--- src/ccu_config.svh ---
// Coherent interconnect front end configuration
// Port count and field widths shared by the package and the top level

`ifndef CCU_CONFIG_SVH
`define CCU_CONFIG_SVH

// Number of cached master ports
`define CCU_NUM_PORTS 2

// Address and data widths of every port
`define CCU_ADDR_W 32
`define CCU_DATA_W 32

// ID width at the master ports
`define CCU_SLV_ID_W 4

// Stage mux output ID, widened by the master port index
`define CCU_STG_ID_W (`CCU_SLV_ID_W + $clog2(`CCU_NUM_PORTS))

// Memory port ID, widened by the memory mux input index
// The memory mux has one extra input for the coherent stage
`define CCU_MEM_ID_W (`CCU_STG_ID_W + $clog2(`CCU_NUM_PORTS + 1))

`endif

--- src/ccu_pkg.sv ---
// Coherent interconnect front end types
// Request and response layouts at the master, stage and memory levels

`include "ccu_config.svh"

package ccu_pkg;

  // Shareability domain carried with every request
  typedef enum logic [1:0] {
    NON_SHARE   = 2'd0,
    INNER_SHARE = 2'd1,
    OUTER_SHARE = 2'd2,
    SYSTEM      = 2'd3
  } domain_e;

  typedef logic [`CCU_SLV_ID_W-1:0] slv_id_t;
  typedef logic [`CCU_STG_ID_W-1:0] stg_id_t;
  typedef logic [`CCU_MEM_ID_W-1:0] mem_id_t;
  typedef logic [`CCU_ADDR_W-1:0]   addr_t;
  typedef logic [`CCU_DATA_W-1:0]   data_t;

  // Master port level
  typedef struct packed {
    logic    valid;
    slv_id_t id;
    addr_t   addr;
    logic    write;
    data_t   wdata; // Single beat, W folded in
    domain_e domain;
  } slv_req_t;

  typedef struct packed {
    logic        valid;
    slv_id_t     id;
    data_t       rdata;
    logic [1:0]  status;
  } slv_resp_t;

  // Stage level, behind the coherent mux
  typedef struct packed {
    logic    valid;
    stg_id_t id;
    addr_t   addr;
    logic    write;
    data_t   wdata;
    domain_e domain;
  } stg_req_t;

  typedef struct packed {
    logic        valid;
    stg_id_t     id;
    data_t       rdata;
    logic [1:0]  status;
  } stg_resp_t;

  // Memory port level
  typedef struct packed {
    logic    valid;
    mem_id_t id;
    addr_t   addr;
    logic    write;
    data_t   wdata;
    domain_e domain;
  } mem_req_t;

  typedef struct packed {
    logic        valid;
    mem_id_t     id;
    data_t       rdata;
    logic [1:0]  status;
  } mem_resp_t;

endpackage

--- src/ccu_rr_mux.sv ---
// Round-robin N-to-1 request mux with registered output
// Prepends the input index to the ID and routes responses back by it

`timescale 1ns/10ps

module ccu_rr_mux
  import ccu_pkg::*;
#(
  parameter int unsigned NumPorts = 2,
  parameter type in_req_t   = slv_req_t,
  parameter type in_resp_t  = slv_resp_t,
  parameter type out_req_t  = stg_req_t,
  parameter type out_resp_t = stg_resp_t
) (
  input  logic                      clk_i,
  input  logic                      rst_n_i,
  // Input side
  input  in_req_t  [NumPorts-1:0]   in_req_i,
  output logic     [NumPorts-1:0]   in_req_ready_o,
  output in_resp_t [NumPorts-1:0]   in_resp_o,
  input  logic     [NumPorts-1:0]   in_resp_ready_i,
  // Output side
  output out_req_t                  out_req_o,
  input  logic                      out_req_ready_i,
  input  out_resp_t                 out_resp_i,
  output logic                      out_resp_ready_o
);

  localparam int unsigned IdxW   = (NumPorts > 1) ? $clog2(NumPorts) : 1;
  localparam int unsigned InIdW  = $bits(in_resp_o[0].id);
  localparam int unsigned OutIdW = $bits(out_resp_i.id);

  logic [NumPorts-1:0] in_valid;
  logic [NumPorts-1:0] gnt;
  logic [IdxW-1:0]     gnt_idx;
  logic                gnt_valid;
  logic [IdxW-1:0]     rr_q;     // First input to look at
  logic                load;
  logic                accept;
  out_req_t            out_d;
  out_req_t            out_q;
  logic [IdxW-1:0]     resp_idx;

  for (genvar i = 0; i < NumPorts; i++) begin : gen_valid
    assign in_valid[i] = in_req_i[i].valid;
  end

  // Arbiter, scan upward from the pointer and wrap
  always_comb begin
    int unsigned idx;
    gnt       = '0;
    gnt_idx   = '0;
    gnt_valid = 1'b0;
    for (int unsigned k = 0; k < NumPorts; k++) begin
      idx = (rr_q + k) % NumPorts;
      if (!gnt_valid && in_valid[idx]) begin
        gnt[idx]  = 1'b1;
        gnt_idx   = idx[IdxW-1:0];
        gnt_valid = 1'b1;
      end
    end
  end

  // Register takes a new item when empty or draining this cycle
  assign load   = ~out_q.valid | out_req_ready_i;
  assign accept = load & gnt_valid;

  for (genvar i = 0; i < NumPorts; i++) begin : gen_ready
    assign in_req_ready_o[i] = load & gnt[i];
  end

  // Winner payload with widened ID
  always_comb begin
    out_d.valid  = gnt_valid;
    out_d.id     = {gnt_idx, in_req_i[gnt_idx].id};
    out_d.addr   = in_req_i[gnt_idx].addr;
    out_d.write  = in_req_i[gnt_idx].write;
    out_d.wdata  = in_req_i[gnt_idx].wdata;
    out_d.domain = in_req_i[gnt_idx].domain;
  end

  // Pointer moves one past the accepted input
  always_ff @(posedge clk_i) begin
    if (!rst_n_i) begin
      rr_q <= '0;
    end else if (accept) begin
      if (gnt_idx == IdxW'(NumPorts - 1)) begin
        rr_q <= '0;
      end else begin
        rr_q <= gnt_idx + 1'b1;
      end
    end
  end

  // Output register, only the valid bit is reset
  always_ff @(posedge clk_i) begin
    if (!rst_n_i) begin
      out_q.valid <= 1'b0;
    end else if (load) begin
      out_q <= out_d;
    end
  end

  assign out_req_o = out_q;

  // Response routing by the top ID bits
  assign resp_idx = out_resp_i.id[OutIdW-1 -: IdxW];

  always_comb begin
    out_resp_ready_o = 1'b0;
    for (int unsigned i = 0; i < NumPorts; i++) begin
      in_resp_o[i].valid  = out_resp_i.valid && (resp_idx == IdxW'(i));
      in_resp_o[i].id     = out_resp_i.id[InIdW-1:0]; // Strip index
      in_resp_o[i].rdata  = out_resp_i.rdata;
      in_resp_o[i].status = out_resp_i.status;
      if (resp_idx == IdxW'(i)) begin
        out_resp_ready_o = in_resp_ready_i[i];
      end
    end
  end

  // A stalled output keeps its payload until the downstream takes it
  assert property (@(posedge clk_i) disable iff (!rst_n_i)
    out_req_o.valid && !out_req_ready_i |=> out_req_o.valid && $stable(out_req_o))
    else $error("output payload changed while stalled");

  // Any pending input yields exactly one grant
  assert property (@(posedge clk_i) disable iff (!rst_n_i)
    (|in_valid) |-> $onehot(gnt))
    else $error("grant not one-hot");

endmodule

--- src/ccu_shareable_demux.sv ---
// Shareability demux for one master port
// Sends domains 1 and 2 to the coherent path, the rest straight to memory

`timescale 1ns/10ps

module ccu_shareable_demux
  import ccu_pkg::*;
(
  input  logic      clk_i,
  input  logic      rst_n_i,
  // Master side
  input  slv_req_t  slv_req_i,
  output logic      slv_req_ready_o,
  output slv_resp_t slv_resp_o,
  input  logic      slv_resp_ready_i,
  // Direct path to the memory mux
  output slv_req_t  dir_req_o,
  input  logic      dir_req_ready_i,
  // Coherent path to the stage mux
  output slv_req_t  coh_req_o,
  input  logic      coh_req_ready_i,
  input  slv_resp_t dir_resp_i,
  output logic      dir_resp_ready_o,
  input  slv_resp_t coh_resp_i,
  output logic      coh_resp_ready_o
);

  logic is_coh;

  // Inner and outer shareable need the coherency slot
  assign is_coh = (slv_req_i.domain == INNER_SHARE) ||
                  (slv_req_i.domain == OUTER_SHARE);

  // Request split
  always_comb begin
    dir_req_o       = slv_req_i;
    coh_req_o       = slv_req_i;
    dir_req_o.valid = slv_req_i.valid & ~is_coh;
    coh_req_o.valid = slv_req_i.valid &  is_coh;
  end

  // Ready comes from whichever path the domain selects
  assign slv_req_ready_o = is_coh ? coh_req_ready_i : dir_req_ready_i;

  // Response merge, direct path wins
  always_comb begin
    if (dir_resp_i.valid) begin
      slv_resp_o = dir_resp_i;
    end else begin
      slv_resp_o = coh_resp_i;
    end
  end

  assign dir_resp_ready_o = slv_resp_ready_i;
  assign coh_resp_ready_o = slv_resp_ready_i & ~dir_resp_i.valid; // Hold off while direct shown

  // A request belongs to one path only, for its whole lifetime
  assert property (@(posedge clk_i) disable iff (!rst_n_i)
    !(dir_req_o.valid && coh_req_o.valid))
    else $error("request valid on both paths");

endmodule

--- src/ccu_top.sv ---
// Coherency-aware interconnect front end
// Per-port shareability demux, coherent stage mux and memory mux

`timescale 1ns/10ps

`include "ccu_config.svh"

module ccu_top
  import ccu_pkg::*;
(
  input  logic                           clk_i,
  input  logic                           rst_n_i,
  // Cached masters
  input  slv_req_t  [`CCU_NUM_PORTS-1:0] slv_req_i,
  output logic      [`CCU_NUM_PORTS-1:0] slv_req_ready_o,
  output slv_resp_t [`CCU_NUM_PORTS-1:0] slv_resp_o,
  input  logic      [`CCU_NUM_PORTS-1:0] slv_resp_ready_i,
  // Memory port
  output mem_req_t                       mem_req_o,
  input  logic                           mem_req_ready_i,
  input  mem_resp_t                      mem_resp_i,
  output logic                           mem_resp_ready_o
);

  localparam int unsigned NumPorts = `CCU_NUM_PORTS;

  // Demux outputs
  slv_req_t  [NumPorts-1:0] dir_req;
  logic      [NumPorts-1:0] dir_req_ready;
  slv_resp_t [NumPorts-1:0] dir_resp;
  logic      [NumPorts-1:0] dir_resp_ready;
  slv_req_t  [NumPorts-1:0] coh_req;
  logic      [NumPorts-1:0] coh_req_ready;
  slv_resp_t [NumPorts-1:0] coh_resp;
  logic      [NumPorts-1:0] coh_resp_ready;

  // Coherent stage output, where a coherency controller would sit
  stg_req_t                 stg_req;
  logic                     stg_req_ready;
  stg_resp_t                stg_resp;
  logic                     stg_resp_ready;

  // Memory mux inputs, last one is the coherent stage
  stg_req_t  [NumPorts:0]   mem_in_req;
  logic      [NumPorts:0]   mem_in_req_ready;
  stg_resp_t [NumPorts:0]   mem_in_resp;
  logic      [NumPorts:0]   mem_in_resp_ready;

  for (genvar i = 0; i < NumPorts; i++) begin : gen_port
    ccu_shareable_demux demux_inst (
      .clk_i,
      .rst_n_i,
      .slv_req_i        (slv_req_i[i]),
      .slv_req_ready_o  (slv_req_ready_o[i]),
      .slv_resp_o       (slv_resp_o[i]),
      .slv_resp_ready_i (slv_resp_ready_i[i]),
      .dir_req_o        (dir_req[i]),
      .dir_req_ready_i  (dir_req_ready[i]),
      .coh_req_o        (coh_req[i]),
      .coh_req_ready_i  (coh_req_ready[i]),
      .dir_resp_i       (dir_resp[i]),
      .dir_resp_ready_o (dir_resp_ready[i]),
      .coh_resp_i       (coh_resp[i]),
      .coh_resp_ready_o (coh_resp_ready[i])
    );

    // Direct path, master ID zero-extended to stage width
    assign mem_in_req[i] = '{valid:  dir_req[i].valid,
                             id:     stg_id_t'(dir_req[i].id),
                             addr:   dir_req[i].addr,
                             write:  dir_req[i].write,
                             wdata:  dir_req[i].wdata,
                             domain: dir_req[i].domain};
    assign dir_req_ready[i] = mem_in_req_ready[i];

    assign dir_resp[i] = '{valid:  mem_in_resp[i].valid,
                           id:     slv_id_t'(mem_in_resp[i].id),
                           rdata:  mem_in_resp[i].rdata,
                           status: mem_in_resp[i].status};
    assign mem_in_resp_ready[i] = dir_resp_ready[i];
  end

  ccu_rr_mux #(
    .NumPorts   (NumPorts),
    .in_req_t   (slv_req_t),
    .in_resp_t  (slv_resp_t),
    .out_req_t  (stg_req_t),
    .out_resp_t (stg_resp_t)
  ) stg_mux_inst (
    .clk_i,
    .rst_n_i,
    .in_req_i         (coh_req),
    .in_req_ready_o   (coh_req_ready),
    .in_resp_o        (coh_resp),
    .in_resp_ready_i  (coh_resp_ready),
    .out_req_o        (stg_req),
    .out_req_ready_i  (stg_req_ready),
    .out_resp_i       (stg_resp),
    .out_resp_ready_o (stg_resp_ready)
  );

  // Coherent stage joins the memory mux on the extra input
  assign mem_in_req[NumPorts]        = stg_req;
  assign stg_req_ready               = mem_in_req_ready[NumPorts];
  assign stg_resp                    = mem_in_resp[NumPorts];
  assign mem_in_resp_ready[NumPorts] = stg_resp_ready;

  ccu_rr_mux #(
    .NumPorts   (NumPorts + 1),
    .in_req_t   (stg_req_t),
    .in_resp_t  (stg_resp_t),
    .out_req_t  (mem_req_t),
    .out_resp_t (mem_resp_t)
  ) mem_mux_inst (
    .clk_i,
    .rst_n_i,
    .in_req_i         (mem_in_req),
    .in_req_ready_o   (mem_in_req_ready),
    .in_resp_o        (mem_in_resp),
    .in_resp_ready_i  (mem_in_resp_ready),
    .out_req_o        (mem_req_o),
    .out_req_ready_i  (mem_req_ready_i),
    .out_resp_i       (mem_resp_i),
    .out_resp_ready_o (mem_resp_ready_o)
  );

endmodule

--- config.mk ---
export PLATFORM = sky130hd
export DESIGN_NAME = ccu_top
export DESIGN_NICKNAME = d
export VERILOG_FILES = /design/src/ccu_pkg.sv /design/src/ccu_rr_mux.sv /design/src/ccu_shareable_demux.sv /design/src/ccu_top.sv
export VERILOG_INCLUDE_DIRS = /design/src
export SDC_FILE = /design/constraint.sdc
export NUM_CORES = 1
export LEC_CHECK = 0
export ABC_AREA = 1
export BUFFER_PORTS_ARGS = -buffer_cell sky130_fd_sc_hd__buf_2
export CORE_AREA = 3 3 135 137
export CTS_CLUSTER_DIAMETER = 150
export DETAILED_ROUTE_END_ITERATION = 8
export DIE_AREA = 0 0 138 140
export PLACE_DENSITY = 0.88
export SYNTH_ARGS = -nofsm -noshare
export SYNTH_HDL_FRONTEND = slang
export SYNTH_SLANG_ARGS = --single-unit
--- constraint.sdc ---
create_clock -name clk_i -period 10.1 [get_ports clk_i]
set_input_delay 1.01 -clock clk_i [delete_from_list [all_inputs] [get_ports clk_i]]
set_output_delay 1.01 -clock clk_i [all_outputs]
set_load 0.02 [all_outputs]
==> results of run 1 <==
==> cells by family (layout without fill, tap and decap cells) <==
family	count (synthesis)	in the layout
compound gates	162	162
fa+ha+maj	4	4
flops	151	151
simple gates	413	413
buf+inv	219	366
==> placed cells by master, fill, tap and decap left out, types with 2 or more instances in the layout <==
master,n
a21oi_1,8
buf_2,232
ha_1,4
clkbuf_16,17
nand4_1,2
nand2_2,55
nor2_4,2
o21ai_0,77
nor2_1,7
dfxtp_1,5
buf_4,6
inv_6,6
inv_2,9
inv_1,87
edfxtp_1,146
o21ai_2,50
nand2_4,3
clkinv_1,2
nor2_2,2
clkinvlp_4,4
nand3_1,13
nand2_1,324
o21ai_1,23
==> power by group through the flow <==
stage | Combinational, mW | Sequential [mW] | Clock, mW
2_1_floorplan | 1.19 | 1.33 | 0
3_3_place_gp | 1.58 | 1.12 | 0
3_5_place_dp | 1.64 | 1.12 | 0
4_1_cts | 1.65 | 1.11 | 0.626
5_1_grt | 1.80 | 1.13 | 0.655
6_report | 1.63 | 1.11 | 0.614
==> layer usage <==
metal	vias up	share of wire (%)	track usage, %
met4	0	3.5	10.6
met2	273	51	34.8
met1	3072	39	24.5
met3	60	6.7	4.17
met5	-	0	0
li1	3266	-	-
==> final timing paths <==
| check | cells after the start | to |
|---|---|---|
| min | 2 | stg_mux_inst.rr_q$_SDFFE_PN0P_ |
| max | 14 | slv_req_ready_o[1] |
| min reg2reg | 2 | stg_mux_inst.rr_q$_SDFFE_PN0P_ |
| max reg2reg | 12 | mem_mux_inst.out_req_o[23]$_DFFE_PP_ |
==> cells in the mapped netlist (all sizes together) <==
library cell	instances	area share, %
nand2	383	19
o21ai	150	11
edfxtp	146	51
buf	112	10
inv	96	4.2
nand3	14	0.88
clkbuf	11	0.48
nor2	11	0.54
a21oi	9	0.57
dfxtp	5	1.2
ha	4	0.59
nand4	2	0.15
nor3	2	0.18
o21a	1	0.088
o221ai	1	0.10
o31ai	1	0.088
or2	1	0.073
==> worst max-delay path, cell delays in order (launching register included) <==
cell and delay [ns]:
dfxtp_1 0.39, inv_1 0.08, ha_1 0.38, nor3_2 0.30, inv_2 0.07, nand2_4 0.09, nand2_2 0.07, nand2_1 0.06
nand2_1 0.04, nand2_1 0.05, nand2_1 0.05, nand2_1 0.11, inv_1 0.09, o21ai_0 0.22, buf_2 0.22
==> per-stage QoR <==
stage	util (%)	instance area, um2	hold WS [ns]
CTS	56.7	9740	0.477
detailed placement	53.4	9180	0.467
finish	56.7	9740	0.468
global route	56.7	9740	0.514
floorplan	-	8550	0.435
global placement	53.4	9180	0.466
==> registers in the layout, summed over array words and instances (netlist names) <==
name,count
stg_mux_inst.rr_q,1
mem_mux_inst.out_req_o,75
mem_mux_inst.rr_q,2
stg_mux_inst.out_req_o,73
==> cell type report <==
cell class                 count  share of cell area [%]
clock inverter                15                    1.44
inverter                      96                    3.70
tap                          225                    2.89
multi-input combinational    579                    29.2
sequential                   151                    46.0
clock buffer                  17                    4.37
timing repair buffer         238                    12.4
==> run metrics, run 1 <==
post-synthesis simple-gate area fraction 20.5%; initial antenna violation count 0; Post-Syn Area 8550 um2; sequential fraction of the synthesis area 52.4%; Max VDD drop around 0.00025 V; Setup violations, final 0; Mean Syn Cell Area about 9 um2; clk buf depth 2; startpoint types flip-flop; R2R Path Start mem_mux_inst.rr_q[0]$_SDFFE_PN0P_; f_max 274 MHz; final setup TNS 0 ns; number of global-route vias before repair between 6k and 7k; Starting Density 49.8%; DR pass1 iterations 5; 1st-iter DRT viols 441; average wire per standard cell roughly 15 um; clock latency on the worst-skew pair 0.41 ns; P_sw 1.48 mW; TritonCTS clock tree built; DRC 0; placed insts 1289; Antenna Nets Post-Route 0; fillers 1499; first-pass GRT wire length 31.8 mm; PostCTS Resize Cnt 0; Leak 4.68 nW; GRT Overall Usage 20.4%; Die H approximately 140 um; FF+latch area 4480 um2; vias 6671; total power 3.36 mW; HP Class reg2reg; Slew headroom 23.2%; Cell variety after synth 30; post-synthesis adder-cell area fraction 0.585%; Nets roughly 1.3k; Worst Path Max Fanout 5; die area 19300 um2; fin. max-slew vios 0; Sink Count 151; Slew @ Worst Pin 1.15 ns; post-synthesis mux area share 0%; CTS Buf Count 17; Arr. time, crit path ~2.6 ns; status finished, final reports clean; Critical Path Source mem_mux_inst.rr_q[0]$_SDFFE_PN0P_; Critical Path RT 9.09 ns; post-synthesis register bit count ~150; Gate power share 48.6%; Synth Instances 949; part of the power in registers 33.1%; Place WS 6.19 ns; period utilization roughly 36%; ant diodes 0; CP Capture Type output port; Cell Pwr Density 345 nW/um2; I/O pin count 347; Core Rows 48; min cycle time layout 3.65 ns; R2R setup slack between 6 and 7 ns; vias per cell 5.05; setup ws final between 6 and 7 ns; RSZ-0062 raised after global routing no; chip width approximately 140 um; YS warnings 0; syn nets around 1.1k; DP HPWL approximately 14 mm; aggregate routed wire length 20.4 mm; largest net degree at the start of global routing 90; largest family of logic cells by synthesized area simple AND/OR/NAND/NOR gates; multi-input logic area 2850 um2; Finished Layout Cells approximately 1.3k; internal power of the cells 1.88 mW; post-CTS setup buffers 0; IO Port Bufs around 230; GR Overflow Total 0; Worst Clk Skew 0.0116 ns; H-tree levels 4; hold_buf cts 0; max cap viols 0; core box area 17200 um2; Root Buffer clkbuf_16; final RePlAce weighted congestion 0.867; switching share of power 44.0%; clock slew at reported path FFs 0.07 ns; clock share of power a little under a fifth; final hold vios 0; xor-xnor portion of the synthesized cell area 0%; Crit Path Class reg2out; post-synthesis compound-gate area fraction around an eighth; Area growth syn-to-layout 13.9%; share of cells above drive strength 1 ~36%; min-delay src stg_mux_inst.rr_q$_SDFFE_PN0P_
(Power assumes the default switching activity.)
==> inputs of run 2 (changes only) <==
--- a/config.mk
+++ b/config.mk
@@ -8,11 +8,11 @@
 export LEC_CHECK = 0
 export ABC_AREA = 1
 export BUFFER_PORTS_ARGS = -buffer_cell sky130_fd_sc_hd__buf_2
-export CORE_AREA = 3 3 135 137
+export CORE_MARGIN = 3
+export CORE_UTILIZATION = 49
 export CTS_CLUSTER_DIAMETER = 150
 export DETAILED_ROUTE_END_ITERATION = 8
-export DIE_AREA = 0 0 138 140
-export PLACE_DENSITY = 0.88
+export PLACE_DENSITY = 0.87
 export SYNTH_ARGS = -nofsm -noshare
 export SYNTH_HDL_FRONTEND = slang
 export SYNTH_SLANG_ARGS = --single-unit
==> constraint.sdc (replaced) <==
create_clock -name clk_i -period 3.8 [get_ports clk_i]
set_input_delay 0.38 -clock clk_i [delete_from_list [all_inputs] [get_ports clk_i]]
set_output_delay 0.38 -clock clk_i [all_outputs]
set_load 0.02 [all_outputs]
==> run 2 against run 1 <==
Against the previous run: core utilization rose by 1.9 points; hold slack got worse by 0.23 ns; combinational power rose to 2.7 times the previous value; routed wire length rose by 1.7%; first-iteration DRC count rose by 23%; clock power rose to 2.9 times the previous value; largest cell class unchanged; clock skew fell by 0.0016 ns.
==> run metrics, run 2 (same netlist as run 1, synthesis figures left out) <==
IO Port Bufs 232 (unchanged); max cap viols 0 (unchanged); DRC 0 (unchanged); clock share of power 19.2% (+0.9 points); Worst Reg-to-Reg Cells 12 (unchanged); Nets 1280 (+0.16%); share of cells above drive strength 1 35.9% (about the same); post-CTS setup buffers 0 (unchanged); Worst Clk Skew 0.00998 ns (-0.00163 ns); first-pass GRT wire length 32.5 mm (+2.3%); Antenna Nets Post-Route 0 (unchanged); final hold vios 0 (unchanged); P_sw 3.90 mW (+160%); Crit Path Class reg2out; min cycle time layout 2.99 ns; R2R Path Start mem_mux_inst.rr_q[0]$_SDFFE_PN0P_; period utilization 78.8%; part of the power in registers 32.2% (-0.9 points); startpoint types flip-flop; worst hold endpoint mem_mux_inst.rr_q[1]$_SDFFE_PN0P_; RSZ-0062 raised after global routing no; Finished Layout Cells 1318 (-0.23%); Leak 4.75 nW (+1.4%); Cell Pwr Density 929 nW/um2 (+170%); Max VDD drop 0.000565 V (+130%); min-delay src rst_n_i; internal power of the cells 5.26 mW (+180%); Core Rows 47 (-2.1%); aggregate routed wire length 20.8 mm (+1.7%); final RePlAce weighted congestion 0.892 (+2.9%); die area 19100 um2 (-1.2%); Critical Path RT 3.42 ns (-5.67 ns); Worst Path Max Fanout 5 (unchanged); gr busiest metal met2; placed insts 1286 (-0.23%); Arr. time, crit path 2.61 ns (-0.03 ns); vias per cell 5.08 (+0.65%); met3 Track Usage GR 4.73% (+0.57 points); DR pass1 iterations 6 (+1); CP Capture Type output port; GR Overflow Total 0 (unchanged); ant diodes 0 (unchanged); CTS Buf Count 17 (unchanged); Sink Count 151 (unchanged); H-tree levels 4 (unchanged); Die H 138 um (-1.3%); commonest cells after routing, fill and taps aside 324 x nand2_1, 232 x buf_2, 146 x edfxtp_1, 87 x inv_1, 77 x o21ai_0; status finished, final reports clean; Setup violations, final 0 (unchanged); Gate power share 48.6% (about the same); clk buf depth 2 (unchanged); DP HPWL 14.4 mm (+4.1%); TritonCTS clock tree built; most common cell after layout, fill and taps aside nand2_1; r2r endpoint mem_mux_inst.out_req_o[23]$_DFFE_PP_; GRT Overall Usage 21.2% (+0.85 points); Slew @ Worst Pin 0.931 ns (-0.220 ns); switching share of power 42.6% (-1.4 points); final setup TNS 0 ns (unchanged); number of global-route vias before repair 6642 (+4.0%); Starting Density 50.9% (+1.1 points); Area growth syn-to-layout 15.3%; initial antenna violation count 1 (+1); largest net degree at the start of global routing 79 (-12%); Slew headroom 37.8% (+15 points); HP Class in2reg; average wire per standard cell 15.8 um (+2.0%); core box area 16800 um2 (-2.1%); clock latency on the worst-skew pair 0.42 ns (about the same); Min-Delay Path Depth 3 (+1); 1st-iter DRT viols 541 (+23%); I/O pin count 347 (unchanged); f_max 334 MHz; fin. max-slew vios 0 (unchanged); Root Buffer clkbuf_16; max FFs per register 75 (unchanged); clock slew at reported path FFs 0.06 ns (about the same); met2 usage 38.2% (+3.4 points); grt met1 use 23.2% (-1.3 points); R2R setup slack 0.97 ns (-5.64 ns); hold_buf cts 0 (unchanged); PostCTS Resize Cnt 0 (unchanged); chip width 138 um (about the same); vias 6699 (+0.42%)
## run 2: worst max-delay path: stages, from the launching register on
cell and delay, ns:
dfxtp_1 0.38, inv_1 0.08, ha_1 0.38, inv_2 0.13, nand3_1 0.10, nand2_1 0.10, nand2_2 0.07, nand2_4 0.08
nand2_2 0.08, nand2_1 0.07, nand2_1 0.04, nand2_1 0.07, nand2_1 0.06, nand2_1 0.11, inv_1 0.09, o21ai_0 0.16
buf_2 0.20
## run 2: power groups by stage
stage               sequential [mW]  combinational [mW]  clock [mW]
finish                         2.95                4.45        1.76
global route                   3.01                4.92        1.86
CTS                            2.96                4.50        1.80
detailed placement             2.98                4.48           0
global placement               2.97                4.32           0
floorplan                      3.52                3.16           0
## run 2: area by class of cell
cell class                      count  area [um2]
Timing Repair Buffer              240        1280
Fill cell                        1447        6960
Sequential cell                   151        4480
Inverter                           96         360
Clock inverter                     13         180
Multi-Input combinational cell    579        2850
Clock buffer                       19         433
Tap cell                          220         275
## run 2: through the flow
stage / hold WS (ns) / utilization [%] / power [mW] / worst slack [ns] / area [um2]
global placement: 0.452 / 55.0 / 7.29 / 1.12 / 9250
floorplan: 0.435 / - / 6.68 / 0.748 / 8560
finish: 0.241 / 58.6 / 9.16 / 0.807 / 9860
CTS: 0.217 / 58.6 / 9.25 / 0.814 / 9860
global route: 0.227 / 58.6 / 9.78 / 0.546 / 9860
detailed placement: 0.453 / 55.0 / 7.46 / 1.03 / 9250
## run 2: how the worst max path moves through the flow
stage | slack [ns] | end | startpoint
floorplan | 0.75 | stg_mux_inst.out_req_o[0]$_DFFE_PP_ | mem_mux_inst.rr_q[0]$_SDFFE_PN0P_
global placement | 1.12 | mem_mux_inst.out_req_o[1]$_DFFE_PP_ | mem_mux_inst.rr_q[0]$_SDFFE_PN0P_
detailed placement | 1.03 | mem_mux_inst.out_req_o[11]$_DFFE_PP_ | mem_mux_inst.rr_q[0]$_SDFFE_PN0P_
CTS | 0.81 | slv_req_ready_o[1] | mem_mux_inst.rr_q[0]$_SDFFE_PN0P_
global route | 0.55 | slv_req_ready_o[1] | mem_mux_inst.rr_q[0]$_SDFFE_PN0P_
finish | 0.81 | slv_req_ready_o[1] | mem_mux_inst.rr_q[0]$_SDFFE_PN0P_
## run 2: metal layers
metal  up-vias  wire length, um
met5         -               10
met4         2              937
met3        70             1550
met2       305            10800
met1      3060             7520
li1       3262                -
